[config.mk]
export PLATFORM = sky130hd
export DESIGN_NAME = hzb_ahb_port
export DESIGN_NICKNAME = d
export VERILOG_FILES = /design/src/rtl/hzb_pkg.sv /design/src/rtl/hzb_ahb_port.sv
export SDC_FILE = /design/constraint.sdc
export NUM_CORES = 1
export LEC_CHECK = 0
export BUFFER_PORTS_ARGS = -buffer_cell sky130_fd_sc_hd__buf_2
export CAP_MARGIN = 20
export CORE_AREA = 3 3 83 85
export DETAILED_ROUTE_END_ITERATION = 10
export DIE_AREA = 0 0 86 88
export PLACE_DENSITY_LB_ADDON = 0.1
export SETUP_SLACK_MARGIN = 0.02
export SYNTH_ARGS = -nofsm -noshare
export SYNTH_HDL_FRONTEND = slang
export SYNTH_SLANG_ARGS = --single-unit
[constraint.sdc]
create_clock -name clk -period 2.05 [get_ports clk]
set_clock_uncertainty 0.05 [all_clocks]
set_input_delay 0.3075 -clock clk [delete_from_list [all_inputs] [get_ports clk]]
set_output_delay 0.3075 -clock clk [all_outputs]
set_load 0.05 [all_outputs]
[src/rtl/hzb_pkg.sv]
/*
 * Shared types for the dual-port AHB-Lite bus front end
 * Widths, command opcode, transfer type, and the structs that carry
 * commands, core-side requests, completions and AHB-Lite signals
 */

`default_nettype none

package hzb_pkg;

	// Default widths, overridden through module parameters
	localparam int W_ADDR  = 32;
	localparam int W_DATA  = 32;
	localparam int N_PORTS = 2;

	// ------------------------------------------------
	// Enums

	// Command opcode from the outside
	typedef enum logic {
		OP_READ  = 1'b0,
		OP_WRITE = 1'b1
	} cmd_op_e;

	// AHB-Lite HTRANS, only the two codes this master uses
	typedef enum logic [1:0] {
		HTRANS_IDLE = 2'b00,
		HTRANS_NSEQ = 2'b10
	} htrans_e;

	// ------------------------------------------------
	// Structs

	// Transfer command, 69 bits
	typedef struct packed {
		cmd_op_e           op;
		logic              port;
		logic [W_ADDR-1:0] addr;
		logic [2:0]        hsize;
		logic [W_DATA-1:0] wdata;
	} xfer_cmd_t;

	// Core-style address-phase request toward one bridge, 69 bits
	typedef struct packed {
		logic              req;
		logic [W_ADDR-1:0] addr;
		logic [2:0]        hsize;
		logic              write;
		logic [W_DATA-1:0] wdata;
	} xfer_req_t;

	// Data-phase completion, 34 bits
	typedef struct packed {
		logic              done;
		logic              err;
		logic [W_DATA-1:0] rdata;
	} xfer_rsp_t;

	// AHB-Lite master outputs
	typedef struct packed {
		logic [W_ADDR-1:0] haddr;
		logic              hwrite;
		htrans_e           htrans;
		logic [2:0]        hsize;
		logic [2:0]        hburst;
		logic [3:0]        hprot;
		logic              hmastlock;
		logic [W_DATA-1:0] hwdata;
	} ahb_m2s_t;

	// AHB-Lite slave returns, 34 bits
	typedef struct packed {
		logic              hready;
		logic              hresp;
		logic [W_DATA-1:0] hrdata;
	} ahb_s2m_t;

endpackage

`default_nettype wire
[src/rtl/hzb_ahb_port.sv]
/*
 * AHB-Lite master port bridge
 * Turns a split address/data-phase request into NONSEQ or IDLE,
 * tracks the data phase and reports ready, done and error
 */

`default_nettype none

module hzb_ahb_port #(
	parameter int W_ADDR = hzb_pkg::W_ADDR,
	parameter int W_DATA = hzb_pkg::W_DATA
) (
	input  wire                    clk,
	input  wire                    rst_n,

	// Sequencer side
	input  wire hzb_pkg::xfer_req_t req_i,
	output logic                   aph_ready_o,

	// Completion toward the merger
	output hzb_pkg::xfer_rsp_t     rsp_o,

	// AHB-Lite master port
	output hzb_pkg::ahb_m2s_t      ahb_m_o,
	input  wire hzb_pkg::ahb_s2m_t ahb_s_i
);

	import hzb_pkg::*;

	// Single transfers only
	localparam logic [2:0] HBURST_SINGLE = 3'b000;
	// Data access, privileged, not bufferable, not cacheable
	localparam logic [3:0] HPROT_DATA    = 4'b0011;

	logic              hready;
	logic              dphase_active_q;
	logic [W_ADDR-1:0] aph_addr;
	logic [W_DATA-1:0] wdata_q;

	assign hready   = ahb_s_i.hready;
	assign aph_addr = req_i.addr;

	// ------------------------------------------------
	// Address phase

	// Request accepted on the first hready-high cycle
	assign aph_ready_o = hready && req_i.req;

	// Data phase follows an accepted NONSEQ
	always_ff @(posedge clk or negedge rst_n) begin
		if (!rst_n) begin
			dphase_active_q <= 1'b0;
		end else if (hready) begin
			dphase_active_q <= req_i.req;
		end
	end

	// Write data captured at acceptance
	// held for the whole data phase
	always_ff @(posedge clk) begin
		if (aph_ready_o) begin
			wdata_q <= req_i.wdata;
		end
	end

	// ------------------------------------------------
	// Bus outputs

	always_comb begin
		ahb_m_o.haddr     = aph_addr;
		ahb_m_o.hwrite    = req_i.write;
		ahb_m_o.htrans    = req_i.req ? HTRANS_NSEQ : HTRANS_IDLE;
		ahb_m_o.hsize     = req_i.hsize;
		// Fixed control, no bursts and no locking
		ahb_m_o.hburst    = HBURST_SINGLE;
		ahb_m_o.hprot     = HPROT_DATA;
		ahb_m_o.hmastlock = 1'b0;
		ahb_m_o.hwdata    = wdata_q;
	end

	// ------------------------------------------------
	// Data phase completion

	// Done on the closing hready cycle of a live data phase
	// err only on the second cycle of an ERROR response
	always_comb begin
		rsp_o.done  = hready && dphase_active_q;
		rsp_o.err   = hready && dphase_active_q && ahb_s_i.hresp;
		rsp_o.rdata = ahb_s_i.hrdata;
	end

	// ------------------------------------------------
	// Checks

	// Sequencer must hold the request while the slave stalls
	property p_aph_hold;
		@(posedge clk) disable iff (!rst_n)
		(ahb_m_o.htrans == HTRANS_NSEQ && !hready)
			|=> ($stable(ahb_m_o.haddr) && $stable(ahb_m_o.htrans));
	endproperty

	a_aph_hold: assert property (p_aph_hold)
		else $error("hzb_ahb_port: address phase changed under wait state");

endmodule

`default_nettype wire

==> impl_results.rst <==
.. list-table::
   :header-rows: 1

   * - Metric
     - Value
   * - Worst setup slack after placement
     - 0.654 ns
   * - Pin count of the biggest net entering global routing
     - 33
   * - Slowest cell on crit path
     - dfrtp_1
   * - Final Hold Fails
     - 0
   * - Worst reg2reg path endpoint
     - dphase_active_q$_DFFE_PN0P_
   * - Cell count after synthesis
     - 117
   * - Maximum capacitance violations
     - 0
   * - GR Overflow Total
     - 0
   * - Register Area
     - 986 sq um
   * - Proportion of synthesized chip area in sequential cells
     - 61.0%
   * - Antenna fix cells
     - 0
   * - Commonest register cell after synthesis
     - edfxtp_1
   * - Clock transition time at the flip-flop clock pins of the worst setup and hold paths
     - 0.07 ns
   * - Initial antenna violation count
     - 0
   * - Height of the die
     - 88 microns
   * - Average vias per placed instance
     - 3.62
   * - Sink count of the clock tree
     - 33
   * - Number of nets with antenna violations after detailed routing
     - 0
   * - VDD IR max
     - 215 uV
   * - H-tree depth
     - 2
   * - Vias
     - 743
   * - Most used standard cell by instance count after synthesis
     - buf_4
   * - Setup repair after global routing missed its margin
     - false
   * - Part of the total power dissipated in sequential elements
     - 51.2%
   * - Post-synth top cells
     - buf_4 (78), edfxtp_1 (32), and2_2 (2), conb_1 (2)
   * - Switching share of total power
     - 30.1%
   * - CTS Buffer Depth
     - 2
   * - Wire length of the first global-routing pass
     - 4860 microns
   * - Fraction of power consumed by the clock network
     - 29.3%
   * - Finished Cell Area
     - 1610 sq um
   * - First-pass DRT Iterations
     - 2
   * - Largest delay contributor family on the critical path
     - flip-flops
   * - Area occupied by multi-input gates
     - 71.3 sq um
   * - Startpoint-to-endpoint class of the critical path
     - reg -> out
   * - CTS tree
     - done
   * - Leakage Power
     - 0.696 nW
   * - Critical path endpoint category
     - output pin
   * - Register-to-Register Setup Slack
     - 1.22 ns
   * - Standard-cell row count
     - 29
   * - Endpoint with the worst hold slack
     - wdata_q[8]$_DFFE_PP_
   * - PwrDens
     - 971 nW/um^2
   * - Number of placed I/O pins
     - 218
   * - Data arrival time of the critical path
     - 1.06 ns
   * - Final setup violation count
     - 0
   * - Post-CTS setup buffer count
     - 0
   * - Average cell area after synthesis
     - 13.8 sq um
   * - Largest stage delay, worst path
     - 0.40 ns
   * - Largest cells by area after synthesis
     - edfxtp_1 (59%), buf_4 (36%), dfrtp_1 (1.5%)
   * - Cts-stage hold buffer count
     - 1
   * - Result of the run
     - finished clean
   * - Horizontal extent of the die
     - 86 microns
   * - Synth async-reset ratio
     - 3.03%
   * - Met3 layer usage reported by global route
     - 5.83%
   * - Fraction of final layout cells sized beyond drive strength 1
     - 64.1%
   * - Data required time at the worst endpoint
     - 1.69 ns
   * - Detailed-route wire length
     - 3340 microns
   * - Cells traversed along the worst timing path
     - and3_2, buf_2
   * - GR peak layer
     - met2
   * - Utilization of the core after routing
     - 25.7%
   * - Buffering stage count on the worst path with inverters included
     - 1
   * - Post-synth cell types
     - 7
   * - Instance area at placement
     - 1520 sq um
   * - Initial cell density of the core
     - 25.8%
   * - Int Pwr
     - 1.09 mW
   * - Cell type contributing the most total cell area after synthesis
     - edfxtp_1
   * - CP Max Fanout
     - 3
   * - Number of pins exceeding their max-slew limit in the final report
     - 0
   * - Number of synthesized flops with an enable pin
     - 32
   * - Fin crit share
     - 69.3%
   * - Number of remaining DRC errors
     - 0
   * - Global Route met1 Usage
     - 7.64%
   * - Iteration-0 DRC Markers
     - 13
   * - Number of gates given a new drive strength after cts
     - 0
   * - Number of synthesized register bits
     - 33
   * - Area Growth Syn to Fin
     - -0.309%
   * - Number of filler instances in the final layout
     - 671
   * - Root cell of the clock tree
     - clkbuf_8
   * - Share of power burned in combinational logic
     - 19.5%
   * - Min-delay worst type
     - in -> reg
   * - Synthesis Warnings
     - 0
   * - Min cycle time layout
     - 1.42 ns
   * - Number of global-route vias before repair
     - 843
   * - Drt wl/cell
     - 16.3 microns
   * - Met2 track demand over resource
     - 14.0%
   * - Achievable clock frequency
     - 704 MHz
   * - Post-detailed-placement half-perimeter wirelength
     - 2640 microns
   * - Post-synthesis cell area
     - 1620 sq um
   * - Area share of the leading cell type in the synthesized netlist
     - 59.4%
   * - Overall fraction of global-route tracks in use
     - 8.86%
   * - Total die area
     - 7570 sq um
   * - Sum of negative setup slack
     - 0 ns
   * - Core area
     - 6280 sq um
   * - Start point of the worst hold path
     - req_i[8]
   * - Port Buf Inserts
     - 72
   * - Critical path startpoint category
     - flop
   * - Number of buffers created by CTS
     - 5
   * - Number of nets in the layout
     - 232
   * - Gp weighted congestion
     - 0.695
   * - Slack of the critical path
     - 0.630 ns
   * - Logic depth of the worst register-to-register path
     - 1
   * - Clock insertion delay at the later pin of the skew report
     - 0.27 ns
   * - Start of the worst register-to-register path
     - dphase_active_q$_DFFE_PN0P_
   * - Net switching component of the power
     - 0.471 mW
   * - Number of cells on the worst hold path
     - 1
## flip-flops by register name (all words and copies together), names as in the netlist
signal           count
dphase_active_q      1
wdata_q             32
## power by group through the flow
stage / clock network (mW) / registers [mW] / logic, mW
after floorplan: 0 / 0.969 / 0.440
after global placement: 0 / 0.816 / 0.306
after detailed placement: 0 / 0.817 / 0.308
after CTS: 0.487 / 0.803 / 0.310
after global routing: 0.522 / 0.807 / 0.319
final: 0.459 / 0.802 / 0.304
## layer usage
| layer | up-vias | part of all wire (%) |
|---|---|---|
| met2 | 90 | 49 |
| met5 | - | 0 |
| met1 | 308 | 29 |
| met4 | 0 | 5.4 |
| li1 | 315 | - |
| met3 | 30 | 16 |
## cell usage in the layout, fill, tap and decap left out, drive strengths merged
cell type	synthesis	routed
and2	2	2
and3	1	1
buf	78	73
clkbuf	0	8
conb	2	9
dfrtp	1	1
dlygate4sd3	0	1
edfxtp	32	32
mux2	1	1
## through the flow
stage          total power, mW  instances  hold slack, ns
2_1_floorplan             1.41        124         -0.0381
3_3_place_gp              1.12        196          0.0333
3_5_place_dp              1.13        196          0.0405
4_1_cts                   1.60        205           0.137
5_1_grt                   1.65        205           0.134
6_report                  1.57        205           0.153
## layout make-up
| cell class | instances | area share, % |
|---|---|---|
| Tap cell | 77 | 5.98 |
| Clock buffer | 8 | 4.97 |
| Timing Repair Buffer | 74 | 23.4 |
| Multi-Input combinational cell | 13 | 4.43 |
| Sequential cell | 33 | 61.2 |
## worst max path at each step
| stage | startpoint | to | slack (ns) | cells past startpoint |
|---|---|---|---|---|
| after CTS | dphase_active_q$_DFFE_PN0P_ | rsp_o[32] | 0.62 | 2 |
| after global placement | ahb_s_i[33] | wdata_q[26]$_DFFE_PP_ | 0.70 | 3 |
| final | dphase_active_q$_DFFE_PN0P_ | rsp_o[32] | 0.63 | 2 |
| after global routing | dphase_active_q$_DFFE_PN0P_ | rsp_o[32] | 0.56 | 2 |
| after floorplan | ahb_s_i[33] | wdata_q[0]$_DFFE_PP_ | 0.65 | 1 |
| after detailed placement | ahb_s_i[33] | wdata_q[27]$_DFFE_PP_ | 0.65 | 3 |
## logic make-up (layout without fill, tap and decap cells)
group / after synthesis / after routing / synth area share (%)
simple gates: 3 / 3 / 1.39
flops: 33 / 33 / 61.0
other cells: 2 / 9 / 0.465
mux: 1 / 1 / 0.929
buf+inv: 78 / 82 / 36.2
(Power assumes the default switching activity.)
