**src/rtl/hzb_pkg.sv**
```systemverilog
/*
 * Shared types for the dual-port AHB-Lite bus front end
 * Widths, command opcode, transfer type, and the structs that carry
 * commands, core-side requests, completions and AHB-Lite signals
 */

`default_nettype none

package hzb_pkg;

	// Default widths, overridden through module parameters
	localparam int W_ADDR  = 32;
	localparam int W_DATA  = 32;
	localparam int N_PORTS = 2;

	// ------------------------------------------------
	// Enums

	// Command opcode from the outside
	typedef enum logic {
		OP_READ  = 1'b0,
		OP_WRITE = 1'b1
	} cmd_op_e;

	// AHB-Lite HTRANS, only the two codes this master uses
	typedef enum logic [1:0] {
		HTRANS_IDLE = 2'b00,
		HTRANS_NSEQ = 2'b10
	} htrans_e;

	// ------------------------------------------------
	// Structs

	// Transfer command, 69 bits
	typedef struct packed {
		cmd_op_e           op;
		logic              port;
		logic [W_ADDR-1:0] addr;
		logic [2:0]        hsize;
		logic [W_DATA-1:0] wdata;
	} xfer_cmd_t;

	// Core-style address-phase request toward one bridge, 69 bits
	typedef struct packed {
		logic              req;
		logic [W_ADDR-1:0] addr;
		logic [2:0]        hsize;
		logic              write;
		logic [W_DATA-1:0] wdata;
	} xfer_req_t;

	// Data-phase completion, 34 bits
	typedef struct packed {
		logic              done;
		logic              err;
		logic [W_DATA-1:0] rdata;
	} xfer_rsp_t;

	// AHB-Lite master outputs
	typedef struct packed {
		logic [W_ADDR-1:0] haddr;
		logic              hwrite;
		htrans_e           htrans;
		logic [2:0]        hsize;
		logic [2:0]        hburst;
		logic [3:0]        hprot;
		logic              hmastlock;
		logic [W_DATA-1:0] hwdata;
	} ahb_m2s_t;

	// AHB-Lite slave returns, 34 bits
	typedef struct packed {
		logic              hready;
		logic              hresp;
		logic [W_DATA-1:0] hrdata;
	} ahb_s2m_t;

endpackage

`default_nettype wire
```
**src/rtl/hzb_xfer_seq.sv**
```systemverilog
/*
 * Transfer sequencer
 * Takes command strobes, holds one pending address-phase request
 * per port and counts in-flight credits up to two per port
 */

`default_nettype none

module hzb_xfer_seq #(
	parameter int N_PORTS = hzb_pkg::N_PORTS
) (
	input  wire                     clk,
	input  wire                     rst_n,

	// Command input
	input  wire                     cmd_strobe_i,
	input  wire hzb_pkg::xfer_cmd_t cmd_i,
	output logic [N_PORTS-1:0]      port_free_o,

	// Bridge side
	output hzb_pkg::xfer_req_t      req_o [N_PORTS],
	input  wire [N_PORTS-1:0]       aph_ready_i,

	// Credit return from the merger
	input  wire [N_PORTS-1:0]       pop_i
);

	import hzb_pkg::*;

	// Two transfers per port between accept and pop
	localparam logic [1:0] MAX_CREDITS = 2'd2;

	logic [N_PORTS-1:0] accept;

	for (genvar k = 0; k < N_PORTS; k++) begin : g_port

		logic              pend_vld_q;
		logic [1:0]        used_q;
		logic [W_ADDR-1:0] addr_q;
		logic [2:0]        hsize_q;
		logic              write_q;
		logic [W_DATA-1:0] wdata_q;

		// Strobe addressed to this port
		assign accept[k] = cmd_strobe_i && (int'(cmd_i.port) == k);

		// ------------------------------------------------
		// Pending request

		// Set by a strobe, cleared by the bridge's acceptance
		always_ff @(posedge clk or negedge rst_n) begin
			if (!rst_n) begin
				pend_vld_q <= 1'b0;
			end else if (accept[k]) begin
				pend_vld_q <= 1'b1;
			end else if (aph_ready_i[k]) begin
				pend_vld_q <= 1'b0;
			end
		end

		// Payload of the pending request
		always_ff @(posedge clk) begin
			if (accept[k]) begin
				addr_q  <= cmd_i.addr;
				hsize_q <= cmd_i.hsize;
				write_q <= (cmd_i.op == OP_WRITE);
				wdata_q <= cmd_i.wdata;
			end
		end

		always_comb begin
			req_o[k].req   = pend_vld_q;
			req_o[k].addr  = addr_q;
			req_o[k].hsize = hsize_q;
			req_o[k].write = write_q;
			req_o[k].wdata = wdata_q;
		end

		// ------------------------------------------------
		// Credits

		// Taken at accept, returned when the merger pops
		always_ff @(posedge clk or negedge rst_n) begin
			if (!rst_n) begin
				used_q <= 2'd0;
			end else begin
				case ({accept[k], pop_i[k]})
					2'b10: used_q <= used_q + 2'd1;
					2'b01: used_q <= used_q - 2'd1;
					default: used_q <= used_q;
				endcase
			end
		end

		// Free when no request waits and a credit remains
		assign port_free_o[k] = !pend_vld_q && (used_q != MAX_CREDITS);

		// ------------------------------------------------
		// Checks

		// A pop always matches an earlier accepted command
		a_no_underflow: assert property (
			@(posedge clk) disable iff (!rst_n)
			pop_i[k] |-> (used_q != 2'd0)
		) else $error("hzb_xfer_seq: pop with no credit in use on port %0d", k);

	end

	// Sender honours port_free_o
	a_strobe_free: assert property (
		@(posedge clk) disable iff (!rst_n)
		cmd_strobe_i |-> port_free_o[cmd_i.port]
	) else $error("hzb_xfer_seq: strobe to busy port %0d", cmd_i.port);

endmodule

`default_nettype wire

```
**config.mk**
```make
export PLATFORM = sky130hd
export DESIGN_NAME = hzb_xfer_seq
export DESIGN_NICKNAME = d
export VERILOG_FILES = /design/src/rtl/hzb_pkg.sv /design/src/rtl/hzb_xfer_seq.sv
export SDC_FILE = /design/constraint.sdc
export NUM_CORES = 1
export LEC_CHECK = 0
export BUFFER_PORTS_ARGS = -buffer_cell sky130_fd_sc_hd__buf_4
export CORE_ASPECT_RATIO = 2
export CORE_MARGIN = 1.5
export CORE_UTILIZATION = 30
export DETAILED_ROUTE_END_ITERATION = 10
export GPL_ROUTABILITY_DRIVEN = 0
export PLACE_DENSITY = 0.53
export SLEW_MARGIN = 20
export SYNTH_ARGS = -nofsm -noshare
export SYNTH_HDL_FRONTEND = slang
export SYNTH_SLANG_ARGS = --single-unit
```
**constraint.sdc**
```tcl
create_clock -name clk -period 0.95 [get_ports clk]
set_input_delay 0.0475 -clock clk [delete_from_list [all_inputs] [get_ports clk]]
set_output_delay 0.0475 -clock clk [all_outputs]
set_load 0.05 [all_outputs]
```
==> impl_metrics.yaml, run 1 <==
status:
  status: "complete, but fails checks"
  violations: "hold timing, setup timing"
clocking:
  insertion_delay_ps: 410
  clk_pin_slew_ps: 60
  cts_buffer_depth: 2
  cts_made_buffers: 17
  ctsRootBufferMaster: "clkbuf_16"
  clock_sinks: 142
  ctsHoldBuffers: 74
  h-tree-depth: 4
  cts_tree: "done"
timing:
  grt_setup_unrepaired: "yes"
  hold_viol: 2
  fin_ws_ps: -256
  max_freq_mhz: 829
  skew_ps: 2.40
  slew_violations: 0
  tightestPinTransition_ps: 304
  hold_slack_ps: -23.8
  max_slew_margin_pct: 79.7
  setup_violations: 142
  finalCriticalPeriod_ps: 1210
  fin_crit_sh_pct: 127
global_route:
  grt_pass1_vias: 3040
  grt_pass1_wl_um: 17200
  grt_max_degree: 29
  grt.total_usage_pct: 15.9
  antenna_found_initial: 1
  grt-ovfl-total: 0
critical_path:
  start_kind: "register"
  crit_path_end_kind: "primary output"
  worstPathArrival_ps: 1160
  path_class: "reg -> out"
  critPathMaxFanout: 2
  crit_required_ps: 900
yosys:
  synth_seq_area_share_pct: 96.2
  synth.distinct_cells: 12
  synth.avg_cell_area_um2: 26.2
  synth_nets: 246
  yosysWarnings: 0
  synthSimpleGateAreaFrac_pct: 0.398
  synth-seq-cells: 142
  synth_compound_area_share_pct: 0.455
  synth_cells: 168
  synth_top_family_by_area: "XOR/XNOR gates"
  muxShareOfSynthArea_pct: 0
  synth-xor-area-share_pct: 1.19
  synth_area_um2: 4400
  synth-adder-area-share_pct: 0.569
floorplanning:
  rows: 62
  die_x_um: 88.7
  io_pins: 216
  die_height_um: 174
  initial_core_util_pct: 30.7
  die-area_um2: 15500
  core_area_um2: 14400
hold_path:
  hold_class: "in -> reg"
placement:
  dp_cells: 578
  place_hpwl_um: 8420
  dp_slack_ps: -86.3
  placed_area_um2: 6420
  io_buffers: 215
cells_and_area:
  nFillCells: 1089
  final_cell_count_no_fill: 689
  final_common_cell: "buf_6"
  area_growth_pct: 88.3
  drive_gt1_share_pct: 54.0
  layout_common_cells: "buf_6 (141), edfxtp_1 (136), buf_4 (78), dlygate4sd3_1 (74), clkbuf_16 (17)"
  nets: 561
  stdcell_area_um2: 8290
drt:
  drc: 0
  viasPerCell: 4.11
  detail-route-antenna-nets: 0
  drt_wl_total_um: 12000
  vias: 2830
  drt_iter0_drc: 108
  first_pass_iters: 4
  drt-wirelength-per-cell_um: 17.3
pwr:
  power.leakage_uw: 0.00328
  p_per_area_nw_per_um2: 2120
  ir_worst_vdd_mv: 1.30
run:
  drv_cap: 0
[worst paths after layout]
| kind | start | end | slack [ps] | depth (start not counted) |
|---|---|---|---|---|
| max | g_port[0].used_q[1] | port_free_o[0] | -260 | 2 |
| min | pop_i[0] | g_port[0].used_q[0] | -20 | 3 |
| max reg2reg | g_port[0].used_q[0] | g_port[0].used_q[1] | -90 | 4 |
| min reg2reg | g_port[0].pend_vld_q | g_port[0].pend_vld_q | 600 | 2 |
| max in group asynchronous | rst_n | g_port[0].pend_vld_q | 120 | 3 |
| min in group asynchronous | rst_n | g_port[1].used_q[1] | 580 | 3 |
[worst max-delay path: stages (launching register included)]
cell	delay (ps)
dfrtp_1	410
a21oi_4	170
buf_6	170
[logic make-up (layout without fill, tap and decap cells)]
logic type               Yosys count  after routing
other                              0              1
AND/OR/NAND/NOR                    4              4
AO/OA/AOI/OAI                      4              4
flip-flops                       142            142
adder cells (fa/ha/maj)            2              2
buffers and inverters             10            338
XOR/XNOR                           6              6
[power breakdown]
group          leakage [µW]  switching [µW]  internal, µW
logic               0.00168            2200          1520
registers           0.00135             284          7420
clock network      0.000260            2690          3440
[flip-flops by register name, summed over array words and instances (netlist names)]
register,flops
g_port.pend_vld_q,2
g_port.wdata_q,64
g_port.hsize_q,6
g_port.write_q,2
g_port.addr_q,64
g_port.used_q,4
[cells in the mapped netlist]
library cell | n | share of area, %
xor2_1 | 2 | 0.40
ha_1 | 2 | 0.57
edfxtp_1 | 136 | 93
a21oi_1 | 2 | 0.23
xnor2_1 | 4 | 0.80
inv_1 | 6 | 0.51
nand2_1 | 1 | 0.085
dfrtp_1 | 6 | 3.4
nand2b_1 | 1 | 0.14
buf_4 | 4 | 0.68
nor2_1 | 2 | 0.17
o21ai_0 | 2 | 0.23
[timing repair]
action                     in CTS  in global routing
setup endpoints to repair     140                142
setup buffers                   3                  1
gates cloned                    0                  0
gates resized for setup       141                  5
pin swaps                       2                  3
hold endpoints to repair      146                  2
[area by class of cell]
type                       instances  area (µm²)  area share [%]
multi-input combinational         16         169            2.04
tap                              192         240            2.90
sequential                       142        4240            51.1
clock buffer                      18         429            5.18
antenna                            1        2.50          0.0302
inverter                           6        30.0           0.362
clock inverter                    14         125            1.51
timing repair buffer             300        3050            36.9
[per-layer routing]
metal | part of all wire [%] | global-route usage (%)
met5 | 0 | 0
met2 | 62 | 30.3
met1 | 29 | 13.5
met3 | 4.8 | 4.32
met4 | 4.2 | 9.70
[metrics by stage]
stage,setup TNS (ps),power (µW),util (%)
6_report,-8100,17500,57.7
5_1_grt,-14050,18200,57.7
4_1_cts,-11550,17700,57.6
3_5_place_dp,-8600,10800,44.7
3_3_place_gp,-7040,10700,44.7
2_1_floorplan,-74090,9630,-
Power figures use the tool's default switching activity.
==> run 2, diff against run 1 <==
--- a/config.mk
+++ b/config.mk
@@ -8,10 +8,10 @@
 export BUFFER_PORTS_ARGS = -buffer_cell sky130_fd_sc_hd__buf_4
 export CORE_ASPECT_RATIO = 2
 export CORE_MARGIN = 1.5
-export CORE_UTILIZATION = 30
+export CORE_UTILIZATION = 45
 export DETAILED_ROUTE_END_ITERATION = 10
 export GPL_ROUTABILITY_DRIVEN = 0
-export PLACE_DENSITY = 0.53
+export PLACE_DENSITY = 0.76
 export SLEW_MARGIN = 20
 export SYNTH_ARGS = -nofsm -noshare
 export SYNTH_HDL_FRONTEND = slang
==> impl_metrics.yaml, run 2 (synthesized netlist as in run 1, its figures left out) <==
pwr:
  p_per_area_nw_per_um2: 2180
  ir_worst_vdd_mv: 1.90
  power.leakage_uw: 0.00332
  total_power_uw: 17900
placement:
  dp_cells: 515
  io_buffers: 215
  place_hpwl_um: 7910
  dp_slack_ps: -87.7
cells_and_area:
  nets: 565
  layout_common_cells: "buf_6 (142), edfxtp_1 (136), buf_4 (81), dlygate4sd3_1 (74), clkbuf_16 (17)"
  area_growth_pct: 87.2
  final_common_cell: "buf_6"
  final_cell_count_no_fill: 631
  drive_gt1_share_pct: 53.0
  reg_top3: "g_port.addr_q (64), g_port.wdata_q (64), g_port.hsize_q (6)"
floorplanning:
  io_pins: 216
  die_height_um: 143
  die_x_um: 72.9
  die-area_um2: 10400
  core_area_um2: 9450
  initial_core_util_pct: 46.6
  rows: 50
global_route:
  grt.total_usage_pct: 27.6
  grt_pass1_wl_um: 19700
  grt_pass1_vias: 3276
  grt-ovfl-total: 0
  antenna_found_initial: 1
  grt_max_degree: 30
critical_path:
  r2r_end: "g_port[1].used_q[1]"
  rr_worst_depth: 5
  crit_end: "port_free_o[0]"
  crit_chain: "inv_1, a21oi_4, buf_6"
  worstPathArrival_ps: 1180
  r2r_slack_ps: -200
  crit_path_end_kind: "primary output"
  critPathMaxStageDelay_ps: 370
  path_class: "reg -> out"
  crit_required_ps: 900
  cpMaxStageDelayCell: "dfrtp_1"
  start_kind: "register"
  cp-startpoint: "g_port[0].used_q[0]"
  critPathMaxFanout: 2
  r2r_start: "g_port[1].used_q[0]"
run:
  drv_cap: 0
timing:
  max_freq_mhz: 816
  fin_ws_ps: -275
  tightestPinTransition_ps: 290
  setup_violations: 142
  slew_violations: 0
  finalCriticalPeriod_ps: 1230
  hold_viol: 1
  grt_setup_unrepaired: "yes"
  max_slew_margin_pct: 80.6
  hold_slack_ps: -1.12
  skew_ps: 1.34
  fin_crit_sh_pct: 129
drt:
  drc: 0
  viasPerCell: 4.76
  vias: 3002
  drt_iter0_drc: 245
  drt-wirelength-per-cell_um: 22.4
  first_pass_iters: 5
  detail-route-antenna-nets: 0
  drt_wl_total_um: 14100
status:
  status: "complete, but fails checks"
  violations: "hold timing, setup timing"
clocking:
  clk_pin_slew_ps: 50
  clock_sinks: 142
  cts_made_buffers: 17
  cts_buffer_depth: 2
  ctsRootBufferMaster: "clkbuf_16"
  h-tree-depth: 4
  insertion_delay_ps: 410
  cts_tree: "done"
hold_path:
  hold_class: "in -> reg"
  hold_start: "pop_i[0]"
run 2: cell count changes in the layout (fill, tap and decap cells not counted), moves of 2 or more:
cell       change
buf_4          +3
inv_1          +2
inv_6          -5
inv_2          -2
bufinv_16      +2
inv_8          -3
buf_12         -2
clkinv_1       +4
clkinv_2       +4
run 2: worst min-delay path by stage:
stage | endpoint | slack, ps | cells past startpoint
6_report | g_port[0].used_q[0] | -1 | 3
3_5_place_dp | g_port[0].used_q[1] | -140 | 1
4_1_cts | g_port[0].used_q[0] | -30 | 3
2_1_floorplan | g_port[0].pend_vld_q | -250 | 0
5_1_grt | g_port[0].used_q[0] | 20 | 3
3_3_place_gp | g_port[0].used_q[0] | -140 | 1
run 2: per-stage QoR:
stage                     util, %  instance area [µm²]  hold slack (ps)  setup TNS, ps
after floorplan                 -                 4460             -248         -74090
after global placement       66.8                 6310             -143          -3140
after detailed placement     66.8                 6310             -143          -3710
after CTS                    86.7                 8190            -30.1         -10810
after global routing         87.2                 8240             23.8         -14050
final                        87.2                 8240            -1.12         -10360
run 2: per-layer routing:
metal | share of wire (%) | up-vias | GRT usage, %
li1 | - | 1301 | -
met1 | 32 | 1493 | 28.5
met2 | 59 | 171 | 51.3
met3 | 4.8 | 37 | 5.22
met4 | 4.2 | 0 | 13.9
met5 | 0 | - | 0
run 2: area by class of cell:
| type | instances | area, µm² |
|---|---|---|
| Antenna cell | 1 | 2.50 |
| Timing Repair Buffer | 304 | 3080 |
| Clock inverter | 14 | 126 |
| Clock buffer | 18 | 429 |
| Sequential cell | 142 | 4240 |
| Multi-Input combinational cell | 16 | 176 |
| Tap cell | 130 | 163 |
| Inverter | 6 | 30.0 |
| Fill cell | 372 | 1210 |
run 2: report_power, final:
| group | internal (µW) | switching, µW |
|---|---|---|
| Sequential | 7430 | 320 |
| Combinational | 1610 | 2260 |
| Clock | 3810 | 2490 |
| Total | 12800 | 5080 |
run 2: critical path, delay by kind of cell (launching register included):
| family | cells | cell delay [ps] |
|---|---|---|
| compound gates | 1 | 150 |
| flops | 1 | 370 |
| buf+inv | 2 | 250 |
run 2: what timing repair did:
action                     in CTS  in global routing
pin swaps                       2                  6
hold endpoints to repair      146                  0
setup endpoints to repair     140                143
hold buffers                   75                  0
resized for setup             142                  6
buffers inserted                5                  4
